==> src/game_cfg.svh <==
// ~~~~~~~~~~~~~~~~~~~~~~~~~~~~~~~~~~~~~~~~~~~~~~~
// Download offsets, video timing and CPU memory map
// ~~~~~~~~~~~~~~~~~~~~~~~~~~~~~~~~~~~~~~~~~~~~~~~
`ifndef GAME_CFG_SVH
`define GAME_CFG_SVH

// Region bounds inside the download stream
`define SCR_START     22'h01_0000
`define OBJ_START     22'h01_8000
`define PROM_START    22'h02_0000

// Video timing in pixels, lines and clk cycles per pixel
`define H_TOTAL       64
`define H_ACTIVE      48
`define H_SYNC_START  52
`define H_SYNC_END    56
`define V_TOTAL       40
`define V_ACTIVE      32
`define V_SYNC_START  34
`define V_SYNC_END    36
`define PXL_DIV       4

// CPU map, tile RAM starts at the bottom of the space
`define ADDR_VRAM_END 11'h0FF
`define ADDR_VSCR     11'h100
`define ADDR_VSCR_END 11'h11F
`define ADDR_DIP      11'h180
`define ADDR_DIP_END  11'h182
`define ADDR_CTRL     11'h1C0
`define ADDR_ACK      11'h1C1

`endif

==> src/video_timer.sv <==
// ~~~~~~~~~~~~~~~~~~~~~~~~~~~~~~~~~~~~~~~~~~~~~~~
// Pixel enable, counters, blanking and syncs
// ~~~~~~~~~~~~~~~~~~~~~~~~~~~~~~~~~~~~~~~~~~~~~~~
`timescale 1ns/1ps
`include "game_cfg.svh"

module video_timer (
    input  logic       clk,
    input  logic       rst,
    output logic       pxl_cen,
    output logic [7:0] hpos,
    output logic [7:0] vpos,
    output logic       LHBL,
    output logic       LVBL,
    output logic       HS,
    output logic       VS,
    output logic       V16
);

    localparam int         DW       = $clog2(`PXL_DIV);
    localparam logic [DW-1:0] DIV_LAST = DW'(`PXL_DIV - 1);
    localparam logic [7:0] H_LAST   = 8'(`H_TOTAL - 1);
    localparam logic [7:0] V_LAST   = 8'(`V_TOTAL - 1);
    localparam logic [7:0] H_ACT    = 8'(`H_ACTIVE);
    localparam logic [7:0] V_ACT    = 8'(`V_ACTIVE);
    localparam logic [7:0] HS_ON    = 8'(`H_SYNC_START);
    localparam logic [7:0] HS_OFF   = 8'(`H_SYNC_END);
    localparam logic [7:0] VS_ON    = 8'(`V_SYNC_START);
    localparam logic [7:0] VS_OFF   = 8'(`V_SYNC_END);

    logic [DW-1:0] div_cnt;

    // One enable every PXL_DIV clocks
    always_ff @(posedge clk) begin
        if (rst) begin
            div_cnt <= '0;
            pxl_cen <= 1'b0;
        end else begin
            pxl_cen <= div_cnt == DIV_LAST;
            div_cnt <= (div_cnt == DIV_LAST) ? '0 : div_cnt + 1'b1;
        end
    end

    always_ff @(posedge clk) begin
        if (rst) begin
            hpos <= 8'd0;
            vpos <= 8'd0;
        end else if (pxl_cen) begin
            if (hpos == H_LAST) begin
                hpos <= 8'd0;
                vpos <= (vpos == V_LAST) ? 8'd0 : vpos + 8'd1;
            end else begin
                hpos <= hpos + 8'd1;
            end
        end
    end

    // Decoded straight from the counters so they line up with hpos/vpos
    assign LHBL = hpos < H_ACT;
    assign LVBL = vpos < V_ACT;
    assign HS   = hpos >= HS_ON && hpos < HS_OFF;
    assign VS   = vpos >= VS_ON && vpos < VS_OFF;
    assign V16  = vpos[4];

endmodule
==> config.mk <==
export PLATFORM = sky130hd
export DESIGN_NAME = video_timer
export DESIGN_NICKNAME = d
export VERILOG_FILES = /design/src/video_timer.sv
export VERILOG_INCLUDE_DIRS = /design/src
export SDC_FILE = /design/constraint.sdc
export NUM_CORES = 1
export LEC_CHECK = 0
export ABC_AREA = 1
export ABC_CLOCK_PERIOD_IN_PS = 1600
export BUFFER_PORTS_ARGS = -buffer_cell sky130_fd_sc_hd__buf_2
export CAP_MARGIN = 15
export CORE_ASPECT_RATIO = 0.5
export CORE_MARGIN = 4
export CORE_UTILIZATION = 30
export DETAILED_ROUTE_END_ITERATION = 6
export SKIP_LAST_GASP = 1
export SLEW_MARGIN = 5
export SYNTH_ARGS = -nofsm -noshare
export SYNTH_HDL_FRONTEND = slang
export SYNTH_SLANG_ARGS = --single-unit
==> constraint.sdc <==
create_clock -name clk -period 1.6 [get_ports clk]
set_clock_uncertainty 0.05 [all_clocks]
set_input_delay 0.24 -clock clk [delete_from_list [all_inputs] [get_ports clk]]
set_output_delay 0.24 -clock clk [all_outputs]
set_load 0.02 [all_outputs]
**Word-level counts from Yosys, hierarchy flattened**

Cells that the tools add are included.

- Output and inout port bits: 22
- Input bits: 2
- Flip-flop bits (word level): 19

- Reduce and logical (&&, ||, !) cells: 4
- Eq/ne operators: 3
- $lt $le $gt $ge: 6
- Muxes and demuxes: 2
- Add/sub/neg operators: 3

Operators by type and width:

| kind | count |
|---|---|
| $lt 8x6->1 const B | 4 |
| $add 8x1->8 const B | 2 |
| $eq 8x6->1 const B | 2 |
| $ge 8x6->1 const B | 2 |
| $mux 8 | 2 |
| $add 2x1->2 const B | 1 |
| $eq 2x2->1 const B | 1 |
| $logic_and 1x1->1 | 2 |
| $reduce_and 2->1 | 1 |
| $reduce_or 2->1 | 1 |

**Depth between registers and ports, before layout**

- Depth after elaboration: 2
- Depth in mapped cells: 9
- Gate-level depth less buffers: 9

**Least setup slack after synthesis**

No wires, ideal clock.

- Path kind: reg-to-output
- Start: register vpos[5]
- End: output VS
- Arrival: 1.440 ns
- Path buffers: 0
- Path slack: -0.130 ns
- Cell stages (with the launch flop): 5
- Cells stage by stage: dfxtp_1 inv_1 nor2_1 nand2_1 nor4b_1

- Cells in the longest elaborated chain, start to end: 2
- Elaborated cells on any way between the ends: 3

RTL lines:

| item | line | text |
|---|---|---|
| from (decl) | video_timer.sv:12 | `output logic [7:0] vpos,` |
| from (signal assigned) | video_timer.sv:51 | `vpos <= (vpos == V_LAST) ? 8'd0 : vpos + 8'd1;` |
| $ge 8x6->1 / $lt 8x6->1 (equally long branches) | video_timer.sv:62 | `assign VS = vpos >= VS_ON && vpos < VS_OFF;` |
| $logic_and 1x1->1 * | video_timer.sv:62 |  |
| to (decl) | video_timer.sv:16 | `output logic VS,` |

Mark *: on every way between the ends. The rest lies on a longest branch, timed or not.

**Worst setup path in the final report**

Same ends and word-level chain as after synthesis.

==> impl_metrics.py <==
metrics = {
    "grt": {
        "grt_usage": 0.0950,
        "grt_pass1_vias": 748,
        "overflow": 0,
        "grt_pass1_wl_mm": 3.45,
        "antenna_found_initial": 0,
        "grt_max_degree": 12,
    },
    "power_and_ir_drop": {
        "peakVddDrop_v": 0.000200,
        "p_total_mw": 0.847,
        "power_leakage_nw": 0.660,
        "p_per_area_nw_per_um2": 661,
    },
    "hold_path": {
        "hold_path.startpoint": "rst",
        "hold-path-endpoint": "vpos[4]",
        "min_path_type": "input port to flop",
        "hold_depth": 2,
    },
    "route": {
        "routed-via-count": 942,
        "drt_iter0_drc": 26,
        "wl_per_cell_um": 10.3,
        "drt-total-wl_mm": 2.17,
        "postRouteAntennaNets": 0,
        "drc_errors": 0,
        "firstDrtPassIters": 4,
        "avgViaCountPerCell": 4.46,
    },
    "floorplan": {
        "fp.dieH_um": 49.4,
        "start_util": 0.327,
        "pin_count": 24,
        "dieWidth_um": 90.7,
        "core.rowCount": 14,
        "core_um2": 3140,
        "die_area_um2": 4480,
    },
    "place": {
        "dp_hpwl_mm": 1.65,
        "preCtsSetupSlack_ns": 0.143,
        "place_area_um2": 1180,
        "finalWeightedCongestion": 0.827,
        "port_buffers": 23,
    },
    "cts": {
        "cts-root-buf": "clkbuf_8",
        "clk_latency_ns": 0.25,
        "htreeDepth": 1,
        "clock_sinks": 19,
        "cts.reportedPaths.clkPinSlew_ns": 0.07,
        "clock_path_buffers": 2,
        "cts_tree": "built",
        "cts_buffers": 3,
    },
    "timing": {
        "drv_slew": 0,
        "fin_ws_ns": 0.0940,
        "post-route-period-util": 0.941,
        "worst_pin_slew_ns": 0.337,
        "fmax_ghz": 0.664,
        "hold_violations": 0,
        "relSlewSlack": 0.774,
        "rsz0062_at_grt": "yes",
        "fin_crit_ns": 1.51,
        "tns_ns": 0,
        "final-setup-viol-count": 0,
    },
    "cells_and_area": {
        "utilization": 0.409,
        "diodes": 0,
        "layout.nets": 178,
        "drive_above_1_share": 0.304,
        "final.fill_count": 331,
        "areaGrowthSynthToFinish_pct": 24.9,
        "design_area_um2": 1280,
    },
    "yosys": {
        "synth_edf_count": 0,
        "synth_ff_type": "dfxtp_1",
        "ys_ff_latch": 19,
        "yosysWarnings": 0,
        "syn_area_per_cell_um2": 7.17,
        "syn_nets": 149,
        "synthArstFlopShare": 0,
        "synth_cell_types": 24,
        "ys_top_cells_by_area": "dfxtp_1, nand2_1, nor2_1",
        "synth_top_cell_area_share": 0.371,
        "seq_area_frac_synth": 0.371,
        "syn_area_um2": 1030,
        "synthCells": 143,
        "synth_area_leader_cell": "dfxtp_1",
    },
    "worst_setup_path": {
        "rrSetupSlack_ns": 0.15,
        "path_class": "flop to primary output",
        "cp-start-kind": "flop",
        "reg2regPathDepth": 7,
        "worstReg2RegEnd": "vpos[5]",
        "reg2reg_from": "hpos[3]",
        "cp.arrival_ns": 1.22,
        "crit_fanout": 3,
        "worst_setup_path_end_kind": "primary output",
        "crit_required_ns": 1.31,
    },
    "run": {
        "max-cap-violations": 0,
    },
    "run_status": {
        "status": "finished clean",
    },
}
-- through the flow --
step / std cells / hold WS (ns)
floorplan: 143 / 0.358
global placement: 203 / 0.367
detailed placement: 203 / 0.376
CTS: 207 / 0.246
global route: 211 / 0.242
finish: 211 / 0.240
-- layout by cell type (no fill, tap or decap), types with 4 or more instances in the layout --
cell type  count
nand2_4        4
nand2_1       28
a21oi_1        7
buf_4          6
buf_2         21
nand3_1        9
inv_1         19
ha_1           4
nand2_2        4
dfxtp_2        4
nor2_1        22
dfxtp_1       13
nor3_1         5
-- critical path: stages (launching register included) --
cell	delay [ns]
dfxtp_2	0.34
inv_1	0.06
nor2_2	0.09
nand2_2	0.06
nor4b_2	0.23
buf_4	0.17
-- repair_timing --
item                       in CTS  in global routing
setup endpoints to repair       0                  3
buffers inserted                0                  4
gates resized for setup         0                 14
hold buffers                    0                  0
-- cells by family (layout without fill, tap and decap cells) --
| logic type | count (synthesis) | in the layout | share of synthesized area |
|---|---|---|---|
| AO/OA/AOI/OAI | 12 | 12 | 0.0622 |
| XOR/XNOR | 2 | 2 | 0.0171 |
| adder cells (fa/ha/maj) | 4 | 4 | 0.0488 |
| buffers and inverters | 23 | 51 | 0.0963 |
| flip-flops | 19 | 19 | 0.371 |
| AND/OR/NAND/NOR | 83 | 83 | 0.405 |
-- sequential cells by signal, summed over array words and instances, names as in the netlist --
register	cells
hpos	8
vpos	8
div_cnt	2
pxl_cen	1
-- per-layer routing --
layer,track usage,share of wire,vias up
met4,0.0305,0.0037,0
met3,0.0324,0.046,2
met1,0.121,0.51,417
li1,-,-,506
met2,0.151,0.44,17
met5,0,0,-
-- power by group --
part           switching (mW)  leakage (nW)  internal (mW)  total (mW)
sequential            0.00518         0.157          0.478       0.483
combinational          0.0194         0.480         0.0126      0.0320
clock                   0.155        0.0228          0.177       0.332
total                   0.179         0.660          0.668       0.847
-- cell usage after synthesis, types with 2 or more instances --
cell type,number
inv_1,19
a21oi_1,7
nand2_2,3
buf_4,2
nand3_1,9
nor2_4,2
ha_1,4
nor3_1,5
nand2_1,29
nor3b_1,2
nor2_1,25
dfxtp_1,19
nand2_4,4
nand4_1,2
o21ai_0,2
-- worst max-delay path by stage --
| stage | from | to | depth (start not counted) |
|---|---|---|---|
| finish | vpos[5] | VS | 5 |
| global placement | hpos[3] | vpos[5] | 7 |
| CTS | vpos[5] | VS | 5 |
| detailed placement | hpos[0] | vpos[5] | 8 |
| floorplan | hpos[4] | HS | 4 |
| global route | hpos[1] | vpos[5] | 8 |
-- layout make-up --
class                      count  area, µm²  area share
tap                           40       50.0      0.0391
timing repair buffer          27        150       0.117
inverter                      20       80.1      0.0625
clock buffer                   4       45.0      0.0352
multi-input combinational    101        563       0.439
sequential                    19        393       0.307
No activity file was read; power rests on OpenSTA's default activity.
