$ cat src/game_cfg.svh
// ~~~~~~~~~~~~~~~~~~~~~~~~~~~~~~~~~~~~~~~~~~~~~~~
// Download offsets, video timing and CPU memory map
// ~~~~~~~~~~~~~~~~~~~~~~~~~~~~~~~~~~~~~~~~~~~~~~~
`ifndef GAME_CFG_SVH
`define GAME_CFG_SVH

// Region bounds inside the download stream
`define SCR_START     22'h01_0000
`define OBJ_START     22'h01_8000
`define PROM_START    22'h02_0000

// Video timing in pixels, lines and clk cycles per pixel
`define H_TOTAL       64
`define H_ACTIVE      48
`define H_SYNC_START  52
`define H_SYNC_END    56
`define V_TOTAL       40
`define V_ACTIVE      32
`define V_SYNC_START  34
`define V_SYNC_END    36
`define PXL_DIV       4

// CPU map, tile RAM starts at the bottom of the space
`define ADDR_VRAM_END 11'h0FF
`define ADDR_VSCR     11'h100
`define ADDR_VSCR_END 11'h11F
`define ADDR_DIP      11'h180
`define ADDR_DIP_END  11'h182
`define ADDR_CTRL     11'h1C0
`define ADDR_ACK      11'h1C1

`endif

$ cat src/game_pkg.sv
// ~~~~~~~~~~~~~~~~~~~~~~~~~~~~~~~~~~~~~~~~~~~~~~~
// Shared types: download regions, CPU bus targets
// and tile renderer states
// ~~~~~~~~~~~~~~~~~~~~~~~~~~~~~~~~~~~~~~~~~~~~~~~

package game_pkg;

    // Where a download byte ends up
    typedef enum logic [1:0] {
        region_main,
        region_scr,
        region_obj,
        region_prom
    } dl_region_t;

    // Target of one CPU access
    typedef enum logic [2:0] {
        sel_none,
        sel_vram,
        sel_vscr,
        sel_dip,
        sel_ctrl,
        sel_ack
    } bus_sel_t;

    // Tile fetch FSM
    typedef enum logic [1:0] {
        rs_idle,
        rs_code,
        rs_fetch,
        rs_wait
    } render_state_t;

endpackage

$ cat src/prog_remap.sv
// ~~~~~~~~~~~~~~~~~~~~~~~~~~~~~~~~~~~~~~~~~~~~~~~
// Download region decode and gfx address scrambling
// ~~~~~~~~~~~~~~~~~~~~~~~~~~~~~~~~~~~~~~~~~~~~~~~
`timescale 1ns/1ps
`include "game_cfg.svh"

module prog_remap import game_pkg::*; (
    input  logic        clk,
    input  logic        rst,
    input  logic [21:0] ioctl_addr,
    input  logic [ 7:0] ioctl_dout,
    input  logic        ioctl_wr,
    output logic [21:0] prog_addr,
    output logic [ 7:0] prog_data,
    output logic        prog_we,
    output logic        prom_we,
    output logic [ 7:0] prom_addr
);

    dl_region_t  region;
    logic [21:0] post_addr;
    logic [21:0] prom_off;

    always_comb begin
        if (ioctl_addr >= `PROM_START) region = region_prom;
        else if (ioctl_addr >= `OBJ_START) region = region_obj;
        else if (ioctl_addr >= `SCR_START) region = region_scr;
        else region = region_main;
    end

    // Bit order the renderer expects for each graphics set
    always_comb begin
        post_addr = ioctl_addr;
        case (region)
            region_scr: begin
                post_addr[0]   = ~ioctl_addr[3];
                post_addr[3:1] = ioctl_addr[2:0];
            end
            region_obj: begin
                post_addr[0]   = ~ioctl_addr[3];
                post_addr[1]   = ~ioctl_addr[4];
                post_addr[5:2] = {ioctl_addr[5], ioctl_addr[2:0]};
            end
            default: post_addr = ioctl_addr;
        endcase
    end

    assign prom_off = ioctl_addr - `PROM_START;

    always_ff @(posedge clk) begin
        if (rst) begin
            prog_we <= 1'b0;
            prom_we <= 1'b0;
        end else begin
            prog_we <= ioctl_wr && region != region_prom;
            prom_we <= ioctl_wr && region == region_prom;
        end
    end

    always_ff @(posedge clk) begin
        prog_addr <= post_addr;
        prog_data <= ioctl_dout;
        prom_addr <= prom_off[7:0];
    end

endmodule

$ cat config.mk
export PLATFORM = sky130hd
export DESIGN_NAME = prog_remap
export DESIGN_NICKNAME = d
export VERILOG_FILES = /design/src/game_pkg.sv /design/src/prog_remap.sv
export VERILOG_INCLUDE_DIRS = /design/src
export SDC_FILE = /design/constraint.sdc
export NUM_CORES = 1
export LEC_CHECK = 0
export ABC_AREA = 0
export BUFFER_PORTS_ARGS = -buffer_cell sky130_fd_sc_hd__buf_2
export CAP_MARGIN = 20
export CORE_MARGIN = 1
export CORE_UTILIZATION = 40
export DETAILED_ROUTE_END_ITERATION = 6
export PLACE_DENSITY = 0.78
export SYNTH_ARGS = -nofsm -noshare
export SYNTH_HDL_FRONTEND = slang
export SYNTH_SLANG_ARGS = --single-unit
$ cat constraint.sdc
create_clock -name clk -period 3.8 [get_ports clk]
set_clock_uncertainty 0.15 [all_clocks]
set_input_delay 0.19 -clock clk [delete_from_list [all_inputs] [get_ports clk]]
set_output_delay 0.19 -clock clk [all_outputs]
set_load 0.05 [all_outputs]
# Yosys cells after proc, flatten, opt, wreduce, memory -nomap -nowiden
# Cells that the tools add are included.
# totals
elab_cells	22
in_bits	33
reg_bits	40
output_inout_bits	40
# op_classes
bitwise_logic	2
n_eq_ne	4
n_lt_le_gt_ge	3
n_reduce_logical	2
addsub	1
muxes	5
# op_table
operator	count
$ge A22 B17 Y1 const B	2
$ge A22 B18 Y1 const B	1
$pmux W4 S2	1
$sub A8 B1 Y8 const B	1
$eq A2 B2 Y1 const B	2
$mux W2	2
$eq A2 B1 Y1 const B	1
$logic_and A1 B1 Y1	2
$mux W1	2
$ne A2 B2 Y1 const B	1
$not A1 Y1	2

# Depth between registers and ports, before layout
# Gate-level depths: netlist (run 1).
# depth
word_depth	6
mapped_depth	5
ltp_nobuf	5

# Worst setup path after synthesis (run 1)
# Ideal clock, no wire load.
# synth_timing
path_type	input port to flip-flop
from	input port ioctl_addr[21]
to	register prog_addr[1]
setup_time_ns	0.074
setup_slack_ns	1.999
arrival_time_ns	1.577
path_stages	5
n_path_buf	0
cell_sequence	or4_4 a211o_1 ha_1 nor2b_1 a31oi_1
# synth_between
elab_chain_len	6
# synth_lines
item	line_no	rtl
start: declaration	prog_remap.sv:10	input logic [21:0] ioctl_addr,
$ge A22 B17 Y1 (no source line)	--	
$mux W1	prog_remap.sv:27	else if (ioctl_addr >= `SCR_START) region = region_scr;
$mux W2	prog_remap.sv:26	else if (ioctl_addr >= `OBJ_START) region = region_obj;
$mux W2 (*)	prog_remap.sv:25	if (ioctl_addr >= `PROM_START) region = region_prom;
$eq A2 B2 Y1 / $eq A2 B1 Y1 (equally long branches)	prog_remap.sv:34	case (region)
$pmux W4 S2 (*)	prog_remap.sv:34	
named net post_addr[1]	prog_remap.sv:21	logic [21:0] post_addr;
end signal: assignment	prog_remap.sv:61	prog_addr <= post_addr;
end: declaration	prog_remap.sv:13	output logic [21:0] prog_addr,
# The timed path passes the listed nets; every way through them passes the cells marked *.
# A chain may end at the register's enable or synchronous reset.

# Final worst setup path (run 1)
# layout_timing
from	input port ioctl_addr[21]
to	register prog_we
# layout_between
elab_chain_len	6
# layout_lines
item	line_no	rtl
$ge A22 B17 Y1 (no source line)	--	
$mux W1	prog_remap.sv:27	
$mux W2	prog_remap.sv:26	
$mux W2 (*)	prog_remap.sv:25	
$ne A2 B2 Y1 (*)	prog_remap.sv:55	prog_we <= ioctl_wr && region != region_prom;
$logic_and A1 B1 Y1 (*)	prog_remap.sv:55	
end signal: assignment	prog_remap.sv:55	
end: declaration	prog_remap.sv:15	output logic prog_we,
# Mark *: on every way between the ends. The rest lies on a longest branch, timed or not.

==> results of run 1 <==
cells by family (layout without fill, tap and decap cells):
family	after synthesis	in the layout
buffers and inverters	5	115
adders and majority gates	3	3
and+or+nand+nor	10	10
muxes	1	1
AOI/OAI and AO/OA	10	10
DFF	37	37
layout by cell type (no fill, tap or decap), types with 2 or more instances in the layout:
cell type      count
a211o_1            2
a211oi_1           2
a22oi_1            2
buf_2             72
clkbuf_1           3
clkbuf_4           5
dfxtp_1           37
dlygate4sd3_1     33
ha_1               3
inv_1              2
nand2_1            4
o21ai_0            2
cell type report:
type / instances / area share, %
clock buffer: 8 / 2.87
inverter: 2 / 0.441
multi-input combinational: 24 / 10.5
sequential: 37 / 43.5
tap: 28 / 2.06
timing repair buffer: 105 / 40.6
Yosys cell counts:
cell type	count	area, sq um
o21ai_0	2	10.0
buf_4	3	22.5
and3b_1	1	8.76
a211oi_1	2	15.0
nor3b_1	1	7.51
mux2_2	1	11.3
nor2b_1	1	6.26
dfxtp_1	37	741
a22oi_1	2	15.0
inv_1	2	7.51
nor2_1	1	3.75
or4_4	1	11.3
a31oi_1	1	6.26
ha_1	3	37.5
nand2b_1	1	6.26
nand2_1	4	15.0
a211o_1	2	17.5
o31ai_1	1	7.51
power by group through the flow:
| stage | Combinational, W | Clock, W | Sequential, W |
|---|---|---|---|
| after detailed placement | 0.000131 | 0 | 0.000423 |
| after floorplan | 0.0000151 | 0 | 0.000499 |
| after global placement | 0.000130 | 0 | 0.000422 |
| final | 0.000157 | 0.000183 | 0.000413 |
| after CTS | 0.000157 | 0.000187 | 0.000414 |
| after global routing | 0.000164 | 0.000201 | 0.000415 |
stage by stage:
stage	util [%]	hold slack (ns)	cells	power [W]	area (sq um)
final	76.2	0.364	204	0.000754	1700
after global routing	76.2	0.342	204	0.000781	1700
after CTS	76.2	0.344	204	0.000757	1700
after detailed placement	59.2	0.144	163	0.000554	1320
after global placement	59.2	0.142	163	0.000552	1320
after floorplan	-	0.0677	66	0.000514	950
metal layers:
layer  share of wire (%)  vias to the layer above  global-route usage, %  wire length, um
met5                   0                        -                      0                0
met2                  53                       53                   34.4             1200
met4                0.66                        0                   9.26               15
met3                 8.4                        3                   7.27              189
li1                    -                      437                      -                -
met1                  38                      385                   17.0              848
worst max path at each step:
stage / end / slack, ns
finish: prog_we / 1.28
global placement: prog_addr[1] / 1.86
floorplan: prog_addr[1] / 2.00
CTS: prog_we / 1.29
detailed placement: prog_addr[1] / 1.81
global route: prog_we / 1.19
critical path, stage by stage:
cell and delay (ns):
dlygate4sd3_1 0.53, buf_2 0.13, or4_4 0.55, a211o_1 0.27
ha_1 0.22, nor3b_1 0.18, dlygate4sd3_1 0.57
flip-flops by register name (all words and copies together) (netlist names):
name,flops
prog_data,8
prom_addr,7
prom_we,1
prog_we,1
prog_addr,20
==> impl_metrics.toml, run 1 <==
[run_status]
status = "complete, no violations"

[final_layout]
regArea_sq_um = 741
area_growth_pct = 79.2
layout-drive-gt1-share_pct = 44.9
final_nets = 211
fillers = 155
n_antenna_cell = 0
multi_input_area_sq_um = 179

[worst_hold_path]
hp-class = "in2reg"
hold-path-endpoint = "prog_addr[7]"
min-delay-start = "ioctl_addr[7]"
hold_depth = 2

[clocking]
h-tree-depth = 2
cts_tree = "done"
cts_sinks = 37
clock-root-buffer = "clkbuf_4"
cts_hold_buf = 33
clk_path_buf_depth = 2
clk_pin_slew_ns = 0.10
post_cts_buffers = 0
cts_made_buffers = 5
cts_resized = 0

[timing]
period_needed_ns = 2.52
finalHoldViolations = 0
setup-tns-final_ns = 0
worstMarginPinSlew_ns = 0.259
clock.fmax_ghz = 0.397
rsz0062_at_grt = "no"
finalCritPeriodShare_pct = 66.3
layout_setup_ws_ns = 1.28
max-slew-margin-rel_pct = 82.9
finalMaxSlewViolations = 0
setup_viol = 0

[setup_path]
crit_arrival_ns = 2.64
required_ns = 3.92
cp-end-kind = "register"
critPathLaunchType = "primary input"
crit_path_start = "ioctl_addr[21]"
crit_fanout = 4
path_class = "in2reg"

[synth]
ys_warn_count = 0
synth_simple_gate_area_share_pct = 6.19
avgSynthCellArea_sq_um = 14.4
yosysSeqAreaShare_pct = 78.0
synth_top_family_by_area = "compound AO/OA/AOI/OAI gates"
synthesis.nets = 102
netlist_area_sq_um = 950
syn_inst = 66
synth_xor_xnor_area_share_pct = 0
yosys.area_share.adder_pct = 3.95
synth.area.mux_share_pct = 1.19
synth-seq-cells = 37
synth_compound_area_share_pct = 7.51
ys_types = 18

[floorplanning]
fp.dieH_um = 50.7
initial_core_util_pct = 42.5
dieArea_sq_um = 2570
core_area_sq_um = 2230
ios = 73
num_rows = 17
die_w_um = 50.7

[global_route]
grtUsageTotal_pct = 18.4
grt_pass1_wl_mm = 3.35
grt_max_degree = 11
grt_pass1_vias = 847
grt_antenna_before_repair = 0
overflow = 0

[place]
port_buffers = 72
place_congestion = 0.674
dpl.hpwl_mm = 1.46
preCtsSetupSlack_ns = 1.81

[power_and_ir_drop]
clkPwrFrac_pct = 24.3
switching_share_pct = 29.1
p_int_w = 0.000535
p_comb_share_pct = 20.9
power_density_nw_per_um2 = 443
ir_drop_uv = 348
switching_power_w = 0.000219
pwr-share-seq_pct = 54.9
leakagePower_nw = 0.840

[detailed_routing]
drt_wl_total_mm = 2.26
drcViolationCount = 0
via_count = 878
vias_per_cell = 4.30
ant_nets = 0
dr.pass1.iters = 4
drtIter0Drc = 7
wl_per_cell_um = 11.1

[run]
cap_violations = 0
(Power assumes the default switching activity.)
==> run 2, diff against run 1 <==
Settings changed: CORE_UTILIZATION 40 to 34, PLACE_DENSITY 0.78 to 0.7.
Clock period 3.8 ns to 2.25 ns, I/O delays scaled along.
==> run 2 against run 1 <==
- via count is 1.0% higher
- combinational power is 69% higher
- total power is 79% higher
- clock power is 110% higher
- global-route usage is 2.4 points lower
- die area is 17% higher
- final area is 0.81% higher
- largest cell class unchanged
- clock-buffer cell count is 1 lower
- first-iteration DRC count is 29% higher
==> impl_metrics.toml, run 2 (same netlist as run 1, synthesis figures left out) <==
[timing]
finalMaxSlewViolations = 0
finalHoldViolations = 0
setup_viol = 0
period_needed_ns = 2.13
finalCritPeriodShare_pct = 94.8
setup-tns-final_ns = 0
max-slew-margin-rel_pct = 82.7
worstMarginPinSlew_ns = 0.259
clock.fmax_ghz = 0.469
rsz0062_at_grt = "no"
layout_setup_ws_ns = 0.118

[global_route]
grt_max_degree = 12
grt_pass1_wl_mm = 3.13
grtUsageTotal_pct = 16.1
grt_pass1_vias = 797
overflow = 0
grt_antenna_before_repair = 0

[detailed_routing]
dr.pass1.iters = 4
ant_nets = 0
wl_per_cell_um = 11.4
via_count = 887
vias_per_cell = 4.33
drcViolationCount = 0
drt_wl_total_mm = 2.33
drtIter0Drc = 9

[setup_path]
critPathLaunchType = "primary input"
crit_fanout = 8
path_class = "in2reg"
cp-end-kind = "register"
required_ns = 2.37
crit_arrival_ns = 2.25

[power_and_ir_drop]
power_density_nw_per_um2 = 785
ir_drop_uv = 621
p_total_w = 0.00135
leakagePower_nw = 0.848

[clocking]
clk_path_buf_depth = 2
clock-root-buffer = "clkbuf_4"
clk_pin_slew_ns = 0.10
post_cts_buffers = 0
cts_made_buffers = 5
h-tree-depth = 2
cts_tree = "done"
cts_hold_buf = 32
cts_sinks = 37
cts_resized = 0

[floorplanning]
ios = 73
initial_core_util_pct = 37.0
dieArea_sq_um = 3010
fp.dieH_um = 54.9
die_w_um = 54.9
core_area_sq_um = 2570
num_rows = 18

[worst_hold_path]
min-delay-start = "ioctl_addr[13]"
hold-path-endpoint = "prog_addr[13]"
hp-class = "in2reg"
hold_depth = 2

[run_status]
status = "complete, no violations"

[final_layout]
final_cell_mix = "72 x buf_2, 37 x dfxtp_1, 32 x dlygate4sd3_1"
final_cell_area_sq_um = 1720
reg_top3 = "prog_addr x20, prog_data x8, prom_addr x7"
multi_input_area_sq_um = 179
final_cells = 205
final_nets = 210
regArea_sq_um = 741
final_common_cell = "buf_2"
layout-drive-gt1-share_pct = 46.9
area_growth_pct = 80.6
top_register = "prog_addr"
largest_register_ffs = 20
fillers = 222
n_antenna_cell = 0

[place]
port_buffers = 72
post_dp_cell_area_sq_um = 1330
dp.cells = 165
place_congestion = 0.604
preCtsSetupSlack_ns = 0.325
dpl.hpwl_mm = 1.45

[run]
cap_violations = 0
-- run 2: worst max-delay path: stages --
cell           delay (ns)
dlygate4sd3_1        0.55
buf_2                0.13
or4_4                0.53
a211o_1              0.27
ha_1                 0.37
nor2b_1              0.16
a31oi_1              0.12
-- run 2: per-stage QoR --
stage | util (%) | hold WS (ns)
final | 66.8 | 0.257
after global routing | 66.8 | 0.249
after CTS | 66.8 | 0.237
after detailed placement | 51.6 | 0.0663
after global placement | 51.6 | 0.0648
after floorplan | - | -0.00978
-- run 2: worst max-delay path by stage --
stage                         startpoint      endpoint  slack (ns)  depth (start not counted)
after detailed placement  ioctl_addr[21]  prog_addr[1]        0.32                          6
after global routing      ioctl_addr[20]  prog_addr[1]        0.04                          7
after floorplan           ioctl_addr[21]  prog_addr[1]        0.53                          5
after global placement    ioctl_addr[21]  prog_addr[1]        0.38                          6
after CTS                 ioctl_addr[21]  prog_addr[1]        0.13                          7
final                     ioctl_addr[20]  prog_addr[1]        0.12                          7
-- run 2: layout make-up --
type                    count  share of cell area (%)
flip-flops and latches     37                    43.2
well taps                  30                    2.19
repair buffers            104                    39.7
multi-input cells          24                    10.4
inverters                   2                   0.438
clock buffers               7                    3.79
clock inverters             1                   0.292
-- run 2: metal layers --
metal / routed length (um) / vias up / global-route usage (%)
li1: - / 435 / -
met1: 801 / 396 / 14.2
met2: 1300 / 48 / 28.7
met3: 170 / 8 / 6.11
met4: 63 / 0 / 12.4
met5: 0 / - / 0
-- run 2: where the power goes --
part | switching (W) | internal [W]
Sequential | 0.00000828 | 0.000690
Combinational | 0.000177 | 0.0000879
Clock | 0.000202 | 0.000181
Total | 0.000388 | 0.000959
==> run 3, diff against run 2 <==
Settings changed: ABC_AREA 0 to 1, PLACE_DENSITY 0.7 to 0.69.
==> run 3 against run 2 <==
- clock power is 15% lower
- clock-buffer cell count shrank 1
- die area is 2.7% higher
- total power is 3.8% lower
- final area increased by 1.1%
- worst setup slack improved by 0.26 ns
==> impl_metrics.toml, run 3 <==
[timing]
worstMarginPinSlew_ns = 0.269
layout_setup_ws_ns = 0.376
finalCritPeriodShare_pct = 83.3
max-slew-margin-rel_pct = 82.2
setup_viol = 0
rsz0062_at_grt = "no"
clock.fmax_ghz = 0.534
finalMaxSlewViolations = 0
period_needed_ns = 1.87
setup-tns-final_ns = 0
finalHoldViolations = 0

[worst_hold_path]
hp-class = "in2reg"
hold-path-endpoint = "prog_data[5]"
min-delay-start = "ioctl_dout[5]"
hold_depth = 2

[synth]
synth_edf_count = 0
synth.most_common_cell = "dfxtp_1"
synth-async-reset-ratio_pct = 0
yosysSeqAreaShare_pct = 75.9
synthesis.nets = 121
synthTopCellsByArea = "dfxtp_1 76%, nand2_1 9.2%, ha_1 3.8%"
syn_inst = 85
synth_ff_type = "dfxtp_1"
ys_warn_count = 0
synth-seq-cells = 37
yosys.area.top_type_share_pct = 75.9
ys_top_cells_by_count = "37 x dfxtp_1, 24 x nand2_1, 6 x inv_1, 4 x nor2_1"
avgSynthCellArea_sq_um = 11.5
netlist_area_sq_um = 976
synth_area_leader_cell = "dfxtp_1"
ys_types = 11

[setup_path]
path_class = "in2reg"
critPathLaunchType = "primary input"
crit_fanout = 3
cp-end-kind = "register"
crit_arrival_ns = 1.94
required_ns = 2.32

[detailed_routing]
via_count = 960
dr.pass1.iters = 7
ant_nets = 0
wl_per_cell_um = 12.4
vias_per_cell = 4.25
drcViolationCount = 0
drt_wl_total_mm = 2.81
drtIter0Drc = 28

[final_layout]
layout-drive-gt1-share_pct = 41.5
n_antenna_cell = 0
top_register = "prog_addr"
final_common_cell = "buf_2"
largest_register_ffs = 20
final_nets = 230
area_growth_pct = 77.7
final_cell_mix = "72 x buf_2, 37 x dfxtp_1, 33 x dlygate4sd3_1"
reg_top3 = "prog_addr x20, prog_data x8, prom_addr x7"

[global_route]
grt_pass1_vias = 961
grtUsageTotal_pct = 18.7
grt_max_degree = 12
overflow = 0
grt_pass1_wl_mm = 4.37
grt_antenna_before_repair = 0

[power_and_ir_drop]
ir_drop_uv = 525
leakagePower_nw = 0.915
power_density_nw_per_um2 = 747

[floorplanning]
fp.dieH_um = 55.6
core_area_sq_um = 2730
ios = 73
die_w_um = 55.6
num_rows = 19
initial_core_util_pct = 35.7
dieArea_sq_um = 3090

[clocking]
clk_path_buf_depth = 2
cts_tree = "done"
clk_pin_slew_ns = 0.11
cts_made_buffers = 5
clock-root-buffer = "clkbuf_4"
cts_sinks = 37
cts_hold_buf = 33
h-tree-depth = 2
post_cts_buffers = 0
cts_resized = 0

[run_status]
status = "complete, no violations"

[place]
preCtsSetupSlack_ns = 0.868
port_buffers = 72
place_congestion = 0.672
dpl.hpwl_mm = 1.58

[run]
cap_violations = 0
## run 3: area by class of cell
type | instances | area [sq um]
Sequential cell | 37 | 741
Timing Repair Buffer | 105 | 691
Clock buffer | 6 | 41.3
Fill cell | 202 | 1000
Multi-Input combinational cell | 39 | 190
Clock inverter | 2 | 10.0
Tap cell | 31 | 38.8
Inverter | 6 | 22.5
## run 3: per-layer routing
metal	routed length [um]	share of wire [%]	global-route usage (%)
met1	986	35	17.6
met2	1570	56	37.2
met3	211	7.5	5.81
met4	42	1.5	6.43
met5	0	0	0
## run 3: logic make-up (layout without fill, tap and decap cells)
group,Yosys count,after routing,share of synthesized area (%)
adders and majority gates,3,3,3.85
and+or+nand+nor,34,34,14.6
DFF,37,37,75.9
buffers and inverters,9,119,4.62
AOI/OAI and AO/OA,2,2,1.03
## run 3: worst max-delay path by stage
stage,startpoint,depth (start not counted),to
after floorplan,prom_addr[5],1,prom_addr[5]
after global placement,ioctl_addr[18],7,prog_addr[2]
after detailed placement,ioctl_addr[18],7,prog_addr[2]
after CTS,ioctl_addr[18],8,prom_we
after global routing,ioctl_addr[21],8,prom_we
final,ioctl_addr[18],8,prom_we
## run 3: power breakdown
group          switching (W)  leakage (nW)  total [W]  internal (W)
Combinational       0.000182         0.571   0.000271     0.0000885
Sequential        0.00000995         0.312   0.000700      0.000690
Clock               0.000206        0.0320   0.000325      0.000119
## run 3: worst max-delay path: stages
cell and delay (ns):
dlygate4sd3_1 0.54, buf_2 0.13, nor2_2 0.14, nand4_1 0.15, ha_1 0.24, nand2_1 0.06
nor2_1 0.04, dlygate4sd3_1 0.54
## run 3: metrics by stage
step           utilization (%)  hold slack, ns  total power, W  instance area (sq um)  instances
3_3_place_gp              49.5          0.0645        0.000934                   1350        185
4_1_cts                   63.4           0.255         0.00130                   1730        226
6_report                  63.4           0.269         0.00130                   1730        226
5_1_grt                   63.4           0.267         0.00135                   1730        226
3_5_place_dp              49.5          0.0661        0.000937                   1350        185
2_1_floorplan                -        -0.00978        0.000870                    976         85
