==> config.mk <==
export PLATFORM = sky130hd
export DESIGN_NAME = main_bus_flat
export DESIGN_NICKNAME = d
export VERILOG_FILES = /design/src/game_pkg.sv /design/src/gfx_bus_if.sv /design/src/main_bus.sv /design/src/flat_wrapper.sv
export VERILOG_INCLUDE_DIRS = /design/src
export SDC_FILE = /design/constraint.sdc
export NUM_CORES = 1
export LEC_CHECK = 0
export BUFFER_PORTS_ARGS = -buffer_cell sky130_fd_sc_hd__buf_2
export CAP_MARGIN = 40
export CELL_PAD_IN_SITES_DETAIL_PLACEMENT = 1
export CELL_PAD_IN_SITES_GLOBAL_PLACEMENT = 1
export CORE_MARGIN = 3
export CORE_UTILIZATION = 24
export DETAILED_ROUTE_END_ITERATION = 8
export PLACE_DENSITY = 0.83
export SETUP_SLACK_MARGIN = 0.1
export SYNTH_ARGS = -nofsm -noshare
export SYNTH_HDL_FRONTEND = slang
export SYNTH_SLANG_ARGS = --single-unit
==> constraint.sdc <==
create_clock -name clk -period 2 [get_ports clk]
set_input_delay 0.5 -clock clk [delete_from_list [all_inputs] [get_ports clk]]
set_output_delay 0.5 -clock clk [all_outputs]
set_load 0.05 [all_outputs]
==> src/game_cfg.svh <==
// ~~~~~~~~~~~~~~~~~~~~~~~~~~~~~~~~~~~~~~~~~~~~~~~
// Download offsets, video timing and CPU memory map
// ~~~~~~~~~~~~~~~~~~~~~~~~~~~~~~~~~~~~~~~~~~~~~~~
`ifndef GAME_CFG_SVH
`define GAME_CFG_SVH

// Region bounds inside the download stream
`define SCR_START     22'h01_0000
`define OBJ_START     22'h01_8000
`define PROM_START    22'h02_0000

// Video timing in pixels, lines and clk cycles per pixel
`define H_TOTAL       64
`define H_ACTIVE      48
`define H_SYNC_START  52
`define H_SYNC_END    56
`define V_TOTAL       40
`define V_ACTIVE      32
`define V_SYNC_START  34
`define V_SYNC_END    36
`define PXL_DIV       4

// CPU map, tile RAM starts at the bottom of the space
`define ADDR_VRAM_END 11'h0FF
`define ADDR_VSCR     11'h100
`define ADDR_VSCR_END 11'h11F
`define ADDR_DIP      11'h180
`define ADDR_DIP_END  11'h182
`define ADDR_CTRL     11'h1C0
`define ADDR_ACK      11'h1C1

`endif

==> src/game_pkg.sv <==
// ~~~~~~~~~~~~~~~~~~~~~~~~~~~~~~~~~~~~~~~~~~~~~~~
// Shared types: download regions, CPU bus targets
// and tile renderer states
// ~~~~~~~~~~~~~~~~~~~~~~~~~~~~~~~~~~~~~~~~~~~~~~~

package game_pkg;

    // Where a download byte ends up
    typedef enum logic [1:0] {
        region_main,
        region_scr,
        region_obj,
        region_prom
    } dl_region_t;

    // Target of one CPU access
    typedef enum logic [2:0] {
        sel_none,
        sel_vram,
        sel_vscr,
        sel_dip,
        sel_ctrl,
        sel_ack
    } bus_sel_t;

    // Tile fetch FSM
    typedef enum logic [1:0] {
        rs_idle,
        rs_code,
        rs_fetch,
        rs_wait
    } render_state_t;

endpackage

==> src/gfx_bus_if.sv <==
// ~~~~~~~~~~~~~~~~~~~~~~~~~~~~~~~~~~~~~~~~~~~~~~~
// CPU access path into the tile and scroll RAMs
// ~~~~~~~~~~~~~~~~~~~~~~~~~~~~~~~~~~~~~~~~~~~~~~~
`timescale 1ns/1ps

interface gfx_bus_if;
    logic [10:0] addr;
    logic [ 7:0] dout;
    logic        rnw;
    logic        vram_cs;
    logic        vscr_cs;
    // Read data, one cycle after the select
    logic [ 7:0] vram_dout;
    logic [ 7:0] vscr_dout;

    modport cpu (
        output addr, dout, rnw, vram_cs, vscr_cs,
        input  vram_dout, vscr_dout
    );

    modport gfx (
        input  addr, dout, rnw, vram_cs, vscr_cs,
        output vram_dout, vscr_dout
    );
endinterface

==> src/main_bus.sv <==
// ~~~~~~~~~~~~~~~~~~~~~~~~~~~~~~~~~~~~~~~~~~~~~~~
// CPU decoder, read mux, DIP reads, control latch, IRQ
// ~~~~~~~~~~~~~~~~~~~~~~~~~~~~~~~~~~~~~~~~~~~~~~~
`timescale 1ns/1ps
`include "game_cfg.svh"

module main_bus import game_pkg::*; (
    input  logic        clk,
    input  logic        rst,
    input  logic        cpu_cs,
    input  logic [10:0] cpu_addr,
    input  logic        cpu_rnw,
    input  logic [ 7:0] cpu_dout,
    input  logic [19:0] dipsw,
    input  logic        LVBL,
    output logic [ 7:0] cpu_din,
    output logic        irq_n,
    output logic        flip,
    output logic [ 2:0] pal_sel,
    gfx_bus_if.cpu      gfx
);

    bus_sel_t   sel;
    bus_sel_t   rd_sel;
    logic [7:0] dip_q;
    logic       irq_en;
    logic       lvbl_l;
    logic       wr;

    always_comb begin
        sel = sel_none;
        if (cpu_addr <= `ADDR_VRAM_END) sel = sel_vram;
        else if (cpu_addr >= `ADDR_VSCR && cpu_addr <= `ADDR_VSCR_END) sel = sel_vscr;
        else if (cpu_addr >= `ADDR_DIP && cpu_addr <= `ADDR_DIP_END) sel = sel_dip;
        else if (cpu_addr == `ADDR_CTRL) sel = sel_ctrl;
        else if (cpu_addr == `ADDR_ACK) sel = sel_ack;
    end

    assign wr = cpu_cs && !cpu_rnw;

    // RAM accesses go straight through to the renderer
    assign gfx.addr    = cpu_addr;
    assign gfx.dout    = cpu_dout;
    assign gfx.rnw     = cpu_rnw;
    assign gfx.vram_cs = cpu_cs && sel == sel_vram;
    assign gfx.vscr_cs = cpu_cs && sel == sel_vscr;

    always_ff @(posedge clk) begin
        if (rst) rd_sel <= sel_none;
        else rd_sel <= (cpu_cs && cpu_rnw) ? sel : sel_none;
    end

    // Upper nibble of the third DIP byte reads as ones
    always_ff @(posedge clk) begin
        case (cpu_addr[1:0])
            2'd0:    dip_q <= dipsw[7:0];
            2'd1:    dip_q <= dipsw[15:8];
            default: dip_q <= {4'hf, dipsw[19:16]};
        endcase
    end

    always_comb begin
        case (rd_sel)
            sel_vram: cpu_din = gfx.vram_dout;
            sel_vscr: cpu_din = gfx.vscr_dout;
            sel_dip:  cpu_din = dip_q;
            sel_ctrl: cpu_din = {irq_en, 3'd0, pal_sel, flip};
            default:  cpu_din = 8'hff;
        endcase
    end

    always_ff @(posedge clk) begin
        if (rst) begin
            flip    <= 1'b0;
            pal_sel <= 3'd0;
            irq_en  <= 1'b0;
            irq_n   <= 1'b1;
            lvbl_l  <= 1'b0;
        end else begin
            lvbl_l <= LVBL;
            if (wr && sel == sel_ctrl) begin
                flip    <= cpu_dout[0];
                pal_sel <= cpu_dout[3:1];
                irq_en  <= cpu_dout[7];
            end
            if (wr && sel == sel_ack) irq_n <= 1'b1;
            // a new vblank wins over a same-cycle ack
            if (irq_en && lvbl_l && !LVBL) irq_n <= 1'b0;
        end
    end

endmodule

==> src/flat_wrapper.sv <==
// flat-port wrapper written by rule: the top's interface ports become plain ports
module main_bus_flat import game_pkg::*;
  (clk, rst, cpu_cs, cpu_addr, cpu_rnw, cpu_dout, dipsw, LVBL, cpu_din, irq_n, flip, pal_sel, gfx_addr, gfx_dout, gfx_rnw, gfx_vram_cs, gfx_vscr_cs, gfx_vram_dout, gfx_vscr_dout);
  gfx_bus_if gfx_i ();
  input  logic clk;
  input  logic rst;
  input  logic cpu_cs;
  input  logic [10:0] cpu_addr;
  input  logic cpu_rnw;
  input  logic [ 7:0] cpu_dout;
  input  logic [19:0] dipsw;
  input  logic LVBL;
  output logic [ 7:0] cpu_din;
  output logic irq_n;
  output logic flip;
  output logic [ 2:0] pal_sel;
  output wire logic [$bits(gfx_i.addr)-1:0] gfx_addr;
  output wire logic [$bits(gfx_i.dout)-1:0] gfx_dout;
  output wire logic [$bits(gfx_i.rnw)-1:0] gfx_rnw;
  output wire logic [$bits(gfx_i.vram_cs)-1:0] gfx_vram_cs;
  output wire logic [$bits(gfx_i.vscr_cs)-1:0] gfx_vscr_cs;
  input wire logic [$bits(gfx_i.vram_dout)-1:0] gfx_vram_dout;
  input wire logic [$bits(gfx_i.vscr_dout)-1:0] gfx_vscr_dout;
  assign gfx_addr = gfx_i.addr;
  assign gfx_dout = gfx_i.dout;
  assign gfx_rnw = gfx_i.rnw;
  assign gfx_vram_cs = gfx_i.vram_cs;
  assign gfx_vscr_cs = gfx_i.vscr_cs;
  assign gfx_i.vram_dout = gfx_vram_dout;
  assign gfx_i.vscr_dout = gfx_vscr_dout;
  main_bus u_core (.clk(clk), .rst(rst), .cpu_cs(cpu_cs), .cpu_addr(cpu_addr), .cpu_rnw(cpu_rnw), .cpu_dout(cpu_dout), .dipsw(dipsw), .LVBL(LVBL), .cpu_din(cpu_din), .irq_n(irq_n), .flip(flip), .pal_sel(pal_sel), .gfx(gfx_i));
endmodule
== After elaboration in Yosys (flattened, before gate mapping) ==
Cells that the tools add are included.
Word-level totals
  logic and storage cells: 48
  register bits after elaboration: 18
  output and inout port bits: 35
  input bits: 60
Operators by class
  bitwise gates (word level): 1
  magnitude comparators: 5
  eq/ne operators: 11
  mux-type cells: 9
  reductions and logical operators: 15
Operators by type and width (number)
  $pmux W8 S4: 1
  $eq A11 B9 Y1 const B: 2
  $ge A11 B9 Y1 const B: 2
  $le A11 B9 Y1 const B: 2
  $pmux W8 S2: 1
  $mux W3: 5
  $le A11 B8 Y1 const B: 1
  $logic_and A1 B1 Y1: 10
  $eq A3 B2 Y1 const B: 3
  $eq A3 B3 Y1 const B: 3
  $eq A3 B1 Y1 const B: 2
  $eq A2 B1 Y1 const B: 1
  $logic_not A1 Y1: 2
  $logic_not A2 Y1: 1
  $mux W1: 2
  $reduce_bool A2 Y1: 1
  $reduce_or A2 Y1: 1
  $not A1 Y1: 1

== Longest topological paths before layout ==
Gate-level depths: netlist of run 1.
  word-level depth: 10
  depth in mapped cells: 5
  depth with buffers taken out: 4

== Least setup slack after synthesis of run 1 ==
No wires, ideal clock.
  path type: input to output
  start point: input port cpu_addr[9]
  end point: output port gfx_vscr_cs
  data required time: 1.500 ns
  setup slack: -0.919 ns
  arrival: 2.419 ns
  path buffers: 0
  stages: 3
  path through: nor2_1 nand3b_1 nor4b_1
Between the ends
  cells in the longest elaborated chain, start to end: 8
  elaborated cells on any way between the ends: 16
  classes of those cells: order compare: 5; eq/ne: 3; mux: 5; reduce/logical: 3
RTL lines
  start, declared: RTL line flat_wrapper.sv:8  | input logic [10:0] cpu_addr;
  branches (longest 5 deep; another with $ge A11 B9 Y1)
  $mux W3 *: RTL line main_bus.sv:32  | if (cpu_addr <= `ADDR_VRAM_END) sel = sel_vram;
  $eq A3 B2 Y1 *: RTL line main_bus.sv:46  | assign gfx.vscr_cs = cpu_cs && sel == sel_vscr;
  $logic_and A1 B1 Y1 *: RTL line main_bus.sv:46
  end, declared: RTL line flat_wrapper.sv:21  | output wire logic [$bits(gfx_i.vscr_cs)-1:0] gfx_vscr_cs;
Every way passes the cells marked *.

== Worst setup path after layout of run 1 ==
  start point: input port cpu_addr[3]
  end point: output port gfx_vram_cs
Between the ends
  cells in the longest elaborated chain, start to end: 8
  elaborated cells on any way between the ends: 16
  classes of those cells: order compare: 5; eq/ne: 3; mux: 5; reduce/logical: 3
RTL lines
  branches (longest 5 deep; another with $ge A11 B9 Y1)
  $mux W3 *: RTL line main_bus.sv:32
  $eq A3 B1 Y1 *: RTL line main_bus.sv:45  | assign gfx.vram_cs = cpu_cs && sel == sel_vram;
  $logic_and A1 B1 Y1 *: RTL line main_bus.sv:45
  end, declared: RTL line flat_wrapper.sv:20  | output wire logic [$bits(gfx_i.vram_cs)-1:0] gfx_vram_cs;
Marks and branches as above.

==> results of run 1 <==
-- final timing paths --
kind / from / endpoint / slack (ps) / depth (start not counted)
min reg2reg: u_core.irq_en / u_core.irq_en / 500 / 2
max reg2reg: u_core.irq_en / u_core.irq_n / 1300 / 3
min: dipsw[16] / u_core.dip_q[0] / 450 / 3
max: cpu_addr[3] / gfx_vram_cs / -370 / 7
-- synth_stat cells --
cell | instances | area (sq um)
sky130_fd_sc_hd__o41ai_2 | 1 | 16.27
sky130_fd_sc_hd__nand3b_1 | 2 | 15.01
sky130_fd_sc_hd__and4bb_2 | 1 | 12.51
sky130_fd_sc_hd__a211o_1 | 4 | 35.03
sky130_fd_sc_hd__o21ai_0 | 9 | 45.04
sky130_fd_sc_hd__nor4b_2 | 1 | 15.01
sky130_fd_sc_hd__nor3_1 | 1 | 5.000
sky130_fd_sc_hd__nand4_1 | 1 | 6.260
sky130_fd_sc_hd__nand3_1 | 6 | 30.03
sky130_fd_sc_hd__nor2_1 | 13 | 48.80
sky130_fd_sc_hd__mux2i_1 | 12 | 120.1
sky130_fd_sc_hd__dfxtp_1 | 18 | 360.4
sky130_fd_sc_hd__or4b_4 | 1 | 13.76
sky130_fd_sc_hd__nor2b_1 | 8 | 50.05
sky130_fd_sc_hd__buf_2 | 1 | 5.000
sky130_fd_sc_hd__buf_1 | 1 | 3.750
sky130_fd_sc_hd__nand2_1 | 7 | 26.28
sky130_fd_sc_hd__nor3_2 | 1 | 10.01
sky130_fd_sc_hd__a2111oi_2 | 1 | 15.01
sky130_fd_sc_hd__and4_1 | 1 | 8.760
sky130_fd_sc_hd__clkbuf_1 | 4 | 15.01
sky130_fd_sc_hd__nand2b_1 | 3 | 18.77
sky130_fd_sc_hd__o21bai_1 | 1 | 7.510
sky130_fd_sc_hd__nor4b_1 | 1 | 8.760
sky130_fd_sc_hd__or3b_1 | 1 | 8.760
sky130_fd_sc_hd__buf_4 | 20 | 150.1
sky130_fd_sc_hd__o22a_1 | 8 | 70.07
sky130_fd_sc_hd__or2_1 | 1 | 6.260
sky130_fd_sc_hd__and2_4 | 1 | 8.760
sky130_fd_sc_hd__a211oi_1 | 1 | 7.510
sky130_fd_sc_hd__a21oi_1 | 14 | 70.07
sky130_fd_sc_hd__or3_1 | 1 | 6.260
-- per-layer routing --
layer	GRT usage, %	up-vias
li1	-	696
met1	16.43	638
met4	1.601	0
met2	25.13	41
met3	4.225	2
met5	0	-
-- metrics by stage --
| stage | setup slack (ps) | total power, mW |
|---|---|---|
| 6_report | -374.8 | 0.9249 |
| 5_1_grt | -450.3 | 0.9760 |
| 4_1_cts | -373.1 | 0.9327 |
| 3_5_place_dp | -509.3 | 0.6277 |
| 3_3_place_gp | -500.3 | 0.6218 |
| 2_1_floorplan | -246.3 | 0.5504 |
-- cells in the final DEF (no fill, tap or decap), drive strengths merged --
master   instances
nand4            1
dfxtp           18
nor2            13
nand3b           2
nor4b            2
nand3            6
buf            115
clkbuf           4
a2111oi          1
nor3             2
o41ai            1
o22a             8
nand2b           3
and2             1
a211o            4
mux2i           12
nor2b            8
or3              1
or4b             1
nand2            7
a211oi           1
or2              1
o21bai           1
and4             1
or3b             1
a21oi           14
and4bb           1
o21ai            9
-- state kept, by name, indices dropped and copies added, names as in the netlist --
name,count
u_core.irq_en,1
u_core.irq_n,1
u_core.lvbl_l,1
u_core.dip_q,8
u_core.flip,1
u_core.pal_sel,3
u_core.rd_sel,3
-- report_power, final --
group	leakage [nW]	total [mW]	internal (mW)	switching, mW
registers	0.150	0.374	0.370	0.00427
clock network	0.0288	0.296	0.175	0.121
logic	0.730	0.255	0.107	0.148
total	0.909	0.925	0.651	0.274
-- cell type report --
cell class / instances / area (sq um)
fill: 591 / 2783
tap: 67 / 83.83
clock buffer: 4 / 55.05
timing repair buffer: 115 / 739.5
sequential: 18 / 369.1
multi-input combinational: 102 / 787.0
-- what timing repair did --
action,4_1_cts,5_1_grt
endpoints found under the setup margin,10,10
buffers inserted,2,5
gates resized for setup,29,22
gates cloned,0,0
pin swaps,4,10
hold buffers,0,0
-- kinds of logic after synthesis --
kind of cell    Yosys count  share of synthesized area [%]
buf+inv                  26                          14.26
flops                    18                          29.54
mux                      12                          9.847
compound gates           39                          21.85
simple gates             51                          24.51
-- worst max-delay path, cell delays in order --
cell	delay [ps]
sky130_fd_sc_hd__buf_2	110
sky130_fd_sc_hd__or2_4	240
sky130_fd_sc_hd__or4b_4	490
sky130_fd_sc_hd__a211oi_2	200
sky130_fd_sc_hd__buf_4	150
sky130_fd_sc_hd__nor3_4	30
sky130_fd_sc_hd__buf_6	150
==> impl_table.tex, run 1 <==
\begin{tabular}{lr}
\hline
Metric & Value \\
\hline
\multicolumn{2}{l}{\textbf{Worst hold path}} \\
\quad Worst min-delay path category & in -> reg \\
\multicolumn{2}{l}{\textbf{Run}} \\
\quad Max-cap violations & 0 \\
\multicolumn{2}{l}{\textbf{Timing}} \\
\quad Portion of the clock cycle consumed by the worst path in the final layout & 118.7\% \\
\quad Final setup slack of the worst path & -374.8 ps \\
\quad Highest Clock Rate & 421.1 MHz \\
\quad Fin crit period & 2375 ps \\
\quad Worst clock skew & 0.09859 ps \\
\quad Setup repair after global routing missed its margin & true \\
\quad Number of pins with negative max-slew slack in the final report & 0 \\
\quad Worst Hold Margin & 453.2 ps \\
\quad Tightest slew margin relative to the limit & 77.49\% \\
\quad Final setup fails & 1 \\
\quad Worst slew pin tran & 335.8 ps \\
\quad Sum of negative setup slack & -374.8 ps \\
\quad Final hold violation count & 0 \\
\multicolumn{2}{l}{\textbf{Place}} \\
\quad Dpl hpwl & 3530 um \\
\quad Post-placement cell area & 0.001759 sq mm \\
\quad PortBufs & 88 \\
\quad Number of instances in the placed design & 295 \\
\quad RePlAce Congestion & 0.7625 \\
\multicolumn{2}{l}{\textbf{Route}} \\
\quad Ratio of routed vias to standard cells & 4.500 \\
\quad Met2 Routed Length & 2225 um \\
\quad First-pass iteration count of the detailed router & 4 \\
\quad Top metal layer carrying routed signals & met4 \\
\quad Antenna Violating Nets Remaining & 0 \\
\quad Aggregate routed wire length & 4237 um \\
\quad Overall via count from detail\_route & 1377 \\
\quad DRT met1 WL & 1735 um \\
\quad DRC viols & 0 \\
\quad Detailed route wirelength on metal3 & 258 um \\
\quad Number of DRC markers after the initial detailed-route iteration & 25 \\
\quad Final routed wire length divided by cell count & 13.85 um \\
\multicolumn{2}{l}{\textbf{Clocking}} \\
\quad Insertion delay to the later sink of the worst-skew pair & 250 ps \\
\quad Number of buffers between clock root and the deepest sink & 2 \\
\quad Clock tree from TritonCTS & built \\
\quad Maximum level of the CTS H-tree & 1 \\
\quad Cell at the root of the clock tree & sky130\_fd\_sc\_hd\_\_clkbuf\_8 \\
\quad CTS Sinks & 18 \\
\quad Clock slew at the register clock pins of the worst setup and hold paths & 70 ps \\
\quad TritonCTS Buffers & 3 \\
\multicolumn{2}{l}{\textbf{Worst setup path}} \\
\quad CP arrival & 1870 ps \\
\quad Element type at the critical path end & output pin \\
\quad Category of the critical setup timing path & in -> out \\
\quad Type of origin of the critical path & input port \\
\quad Maximum fanout count along the critical path & 3 \\
\quad Required time of the critical path & 1500 ps \\
\multicolumn{2}{l}{\textbf{GRT}} \\
\quad Antenna violations before repair & 0 \\
\quad First-pass GRT wire length & 6679 um \\
\quad Gr usage total & 13.87\% \\
\quad Pin count of the biggest net entering global routing & 15 \\
\quad Vias in the first global route & 1412 \\
\quad Remaining global-route overflow & 0 \\
\multicolumn{2}{l}{\textbf{Die}} \\
\quad Die height & 77.30 um \\
\quad Initial core utilization & 25.32\% \\
\quad CORE AREA & 0.004817 sq mm \\
\quad Die area & 0.005975 sq mm \\
\quad Std-Cell Rows & 25 \\
\quad Die X-Extent & 77.30 um \\
\quad IO Count & 95 \\
\multicolumn{2}{l}{\textbf{Power}} \\
\quad Leakage & 0.9091 nW \\
\quad Total power per unit cell area & 454.6 mW/mm\^{}2 \\
\quad Maximum VDD drop & 0.3065 mV \\
\multicolumn{2}{l}{\textbf{Finish}} \\
\quad Final core utilization & 42.23\% \\
\quad Area growth from synthesis to final layout & 66.77\% \\
\quad Layout net count & 300 \\
\quad Share of layout cells above drive strength 1 & 63.60\% \\
\quad Total non-filler cell area in the finished layout & 0.002034 sq mm \\
\quad Post-route insts no fill & 306 \\
\quad Diode insertion count for antenna repair & 0 \\
\multicolumn{2}{l}{\textbf{Yosys}} \\
\quad Total number of yosys warnings & 0 \\
\quad Mean instance size in the synthesized netlist & 8.356 sq um \\
\quad Share of synthesized area occupied by flip-flops and latches & 29.54\% \\
\quad Net count after synthesis & 206 \\
\quad Number of distinct library cell variants in the gate-level netlist after synthesis & 32 \\
\quad Mapped cell area & 0.001220 sq mm \\
\quad Count of state elements after synthesis & 18 \\
\quad Syn Inst Count & 146 \\
\multicolumn{2}{l}{\textbf{Status}} \\
\quad Run status & finished, violations left \\
\quad Failing checks & negative setup slack \\
\hline
\end{tabular}
Note: power is estimated with default switching activity, not from simulation.
==> inputs of run 2 (changes only) <==
CORE_UTILIZATION = 26   (was 24)
PLACE_DENSITY = 0.85   (was 0.83)
SLEW_MARGIN = 20   (was not set)
clock period = 2.64 ns   (was 2 ns; I/O delays follow)
==> run 2 against run 1 <==
  * The flow still finishes with violations (negative setup slack)
  * Worst hold slack improved by 42 ps
  * Die area fell by 7.1%
  * Critical path depth did not move
  * Core utilization fell by 2.4 points
  * Sequential share of layout area rose by 2.2 points
  * Clock power fell by 23%
  * Critical endpoint unchanged
  * Routed wire length fell by 4.9%
  * Cell count fell by 9.2%
  * Cell area fell by 13%
  * Combinational power fell by 28%
==> impl_table.tex, run 2 (synthesized netlist as in run 1, its figures left out) <==
\begin{tabular}{lr}
\hline
Metric & Value \\
\hline
\multicolumn{2}{l}{\textbf{Power}} \\
\quad Power consumption & 0.6976 mW \\
\quad Total power per unit cell area & 394.3 mW/mm\^{}2 \\
\quad Maximum VDD drop & 0.1516 mV \\
\quad Leakage & 0.8003 nW \\
\multicolumn{2}{l}{\textbf{Place}} \\
\quad Placement-stage worst setup slack & -197.0 ps \\
\quad Number of instances in the placed design & 274 \\
\quad PortBufs & 88 \\
\quad RePlAce Congestion & 0.7376 \\
\quad Dpl hpwl & 3431 um \\
\multicolumn{2}{l}{\textbf{Finish}} \\
\quad Diode insertion count for antenna repair & 0 \\
\quad Layout net count & 287 \\
\quad Area taken by multi-input logic gates & 724.4 sq um \\
\quad Storage cell area & 360.3 sq um \\
\quad Area growth from synthesis to final layout & 45.03\% \\
\quad Share of layout cells above drive strength 1 & 52.21\% \\
\quad Post-route insts no fill & 278 \\
\quad Total of fill cells in the finished design & 572 \\
\quad Flip-flop count of the largest register, all copies and words added & 8 \\
\quad Most frequent cells in the layout & 85 x sky130\_fd\_sc\_hd\_\_buf\_2, 18 x sky130\_fd\_sc\_hd\_\_dfxtp\_1, 14 x sky130\_fd\_sc\_hd\_\_a21oi\_1, 14 x sky130\_fd\_sc\_hd\_\_buf\_4, 13 x sky130\_fd\_sc\_hd\_\_nor2\_1 \\
\quad Most common cell after layout, fill and taps aside & sky130\_fd\_sc\_hd\_\_buf\_2 \\
\quad Largest regs & u\_core.dip\_q: 8 flops, u\_core.pal\_sel: 3 flops, u\_core.rd\_sel: 3 flops \\
\quad Register name with the most flops & u\_core.dip\_q \\
\multicolumn{2}{l}{\textbf{Worst setup path}} \\
\quad Type of origin of the critical path & input port \\
\quad Required time of the critical path & 1980 ps \\
\quad Endpoint of the worst-slack reg-to-reg timing path & u\_core.pal\_sel[1] \\
\quad Worst R2R Start & u\_core.pal\_sel[1] \\
\quad Category of the critical setup timing path & in -> out \\
\quad CP arrival & 2020 ps \\
\quad Critical path origin & cpu\_addr[3] \\
\quad Worst setup path end & gfx\_vram\_cs \\
\quad Register-to-Register Setup Slack & 1920 ps \\
\quad Number of cells on the worst reg-to-reg path & 2 \\
\quad Element type at the critical path end & output pin \\
\quad Maximum fanout count along the critical path & 3 \\
\multicolumn{2}{l}{\textbf{GRT}} \\
\quad Pin count of the biggest net entering global routing & 15 \\
\quad GR Util met3 & 1.486\% \\
\quad First-pass GRT wire length & 6306 um \\
\quad GRT met1 Usage & 18.16\% \\
\quad Gr usage total & 14.72\% \\
\quad Vias in the first global route & 1393 \\
\quad Global-route track usage on met2 & 26.05\% \\
\quad Busiest metal layer after global routing & met2 \\
\quad Remaining global-route overflow & 0 \\
\quad Antenna violations before repair & 0 \\
\multicolumn{2}{l}{\textbf{Die}} \\
\quad CORE AREA & 0.004444 sq mm \\
\quad Std-Cell Rows & 24 \\
\quad Die height & 74.50 um \\
\quad IO Count & 95 \\
\quad Die X-Extent & 74.50 um \\
\quad Die area & 0.005550 sq mm \\
\quad Initial core utilization & 27.45\% \\
\multicolumn{2}{l}{\textbf{Status}} \\
\quad Failing checks & negative setup slack \\
\quad Run status & finished, violations left \\
\multicolumn{2}{l}{\textbf{Route}} \\
\quad Aggregate routed wire length & 4030 um \\
\quad Antenna Violating Nets Remaining & 0 \\
\quad DRC viols & 0 \\
\quad Overall via count from detail\_route & 1331 \\
\quad Ratio of routed vias to standard cells & 4.788 \\
\quad Number of DRC markers after the initial detailed-route iteration & 26 \\
\quad First-pass iteration count of the detailed router & 4 \\
\quad Final routed wire length divided by cell count & 14.50 um \\
\multicolumn{2}{l}{\textbf{Clocking}} \\
\quad Number of hold buffers added after cts & 0 \\
\quad Number of buffers between clock root and the deepest sink & 2 \\
\quad Maximum level of the CTS H-tree & 1 \\
\quad Cell at the root of the clock tree & sky130\_fd\_sc\_hd\_\_clkbuf\_8 \\
\quad CTS Sinks & 18 \\
\quad Post-CTS Setup Bufs & 0 \\
\quad Clock tree from TritonCTS & built \\
\quad TritonCTS Buffers & 3 \\
\quad Insertion delay to the later sink of the worst-skew pair & 260 ps \\
\quad Clock slew at the register clock pins of the worst setup and hold paths & 70 ps \\
\multicolumn{2}{l}{\textbf{Timing}} \\
\quad Worst clock skew & 0.3488 ps \\
\quad Worst slew pin tran & 419.2 ps \\
\quad Worst Hold Margin & 495.5 ps \\
\quad Fin crit period & 2681 ps \\
\quad Final setup fails & 1 \\
\quad Portion of the clock cycle consumed by the worst path in the final layout & 101.5\% \\
\quad Setup repair after global routing missed its margin & true \\
\quad Sum of negative setup slack & -40.77 ps \\
\quad Final hold violation count & 0 \\
\quad Final setup slack of the worst path & -40.77 ps \\
\quad Tightest slew margin relative to the limit & 72.01\% \\
\quad Highest Clock Rate & 373.0 MHz \\
\quad Number of pins with negative max-slew slack in the final report & 0 \\
\multicolumn{2}{l}{\textbf{Run}} \\
\quad Max-cap violations & 0 \\
\multicolumn{2}{l}{\textbf{Worst hold path}} \\
\quad Worst min-delay path category & reg -> reg \\
\hline
\end{tabular}
## run 2: cell types whose count changed in the layout (fill, tap and decap cells not counted), sizes merged
cell / before / now
buf: 115 / 102
## run 2: critical path: stages
cell and delay [ps]:
sky130_fd_sc_hd__buf_6 90, sky130_fd_sc_hd__or2_4 260, sky130_fd_sc_hd__or4b_4 500, sky130_fd_sc_hd__a211oi_2 180
sky130_fd_sc_hd__buf_4 140, sky130_fd_sc_hd__nor3_4 30, sky130_fd_sc_hd__buf_6 150
## run 2: worst min-delay path by stage
stage               cells past startpoint              start           endpoint
floorplan                               2      u_core.irq_en      u_core.irq_en
global placement                        2       u_core.irq_n       u_core.irq_n
detailed placement                      2  u_core.pal_sel[2]  u_core.pal_sel[2]
CTS                                     2  u_core.pal_sel[2]  u_core.pal_sel[2]
global route                            2      u_core.irq_en      u_core.irq_en
finish                                  2  u_core.pal_sel[2]  u_core.pal_sel[2]
## run 2: routing by layer
metal | share of wire, % | up-vias
met5 | 0 | -
met4 | 1.1 | 0
met3 | 5.6 | 4
met2 | 52 | 49
met1 | 42 | 610
li1 | - | 668
## run 2: area by class of cell
cell class | count | share of cell area, %
Multi-Input combinational cell | 102 | 40.95
Timing Repair Buffer | 102 | 31.90
Sequential cell | 18 | 20.37
Tap cell | 52 | 3.678
Clock buffer | 4 | 3.112
## run 2: power breakdown
part / switching (mW) / internal (mW) / total (mW)
logic: 0.110 / 0.0749 / 0.184
clock network: 0.0954 / 0.133 / 0.228
registers: 0.00305 / 0.282 / 0.285
## run 2: what timing repair did
item / 4_1_cts / 5_1_grt
gates resized for setup: 7 / 0
pin swaps: 2 / 0
endpoints found under the hold margin: 0 / 0
setup endpoints to repair: 1 / 1
## run 2: per-stage QoR
step,area (sq um),utilization (%)
finish,1769,39.81
CTS,1769,39.81
detailed placement,1677,37.73
global route,1769,39.81
global placement,1677,37.73
floorplan,1240,-
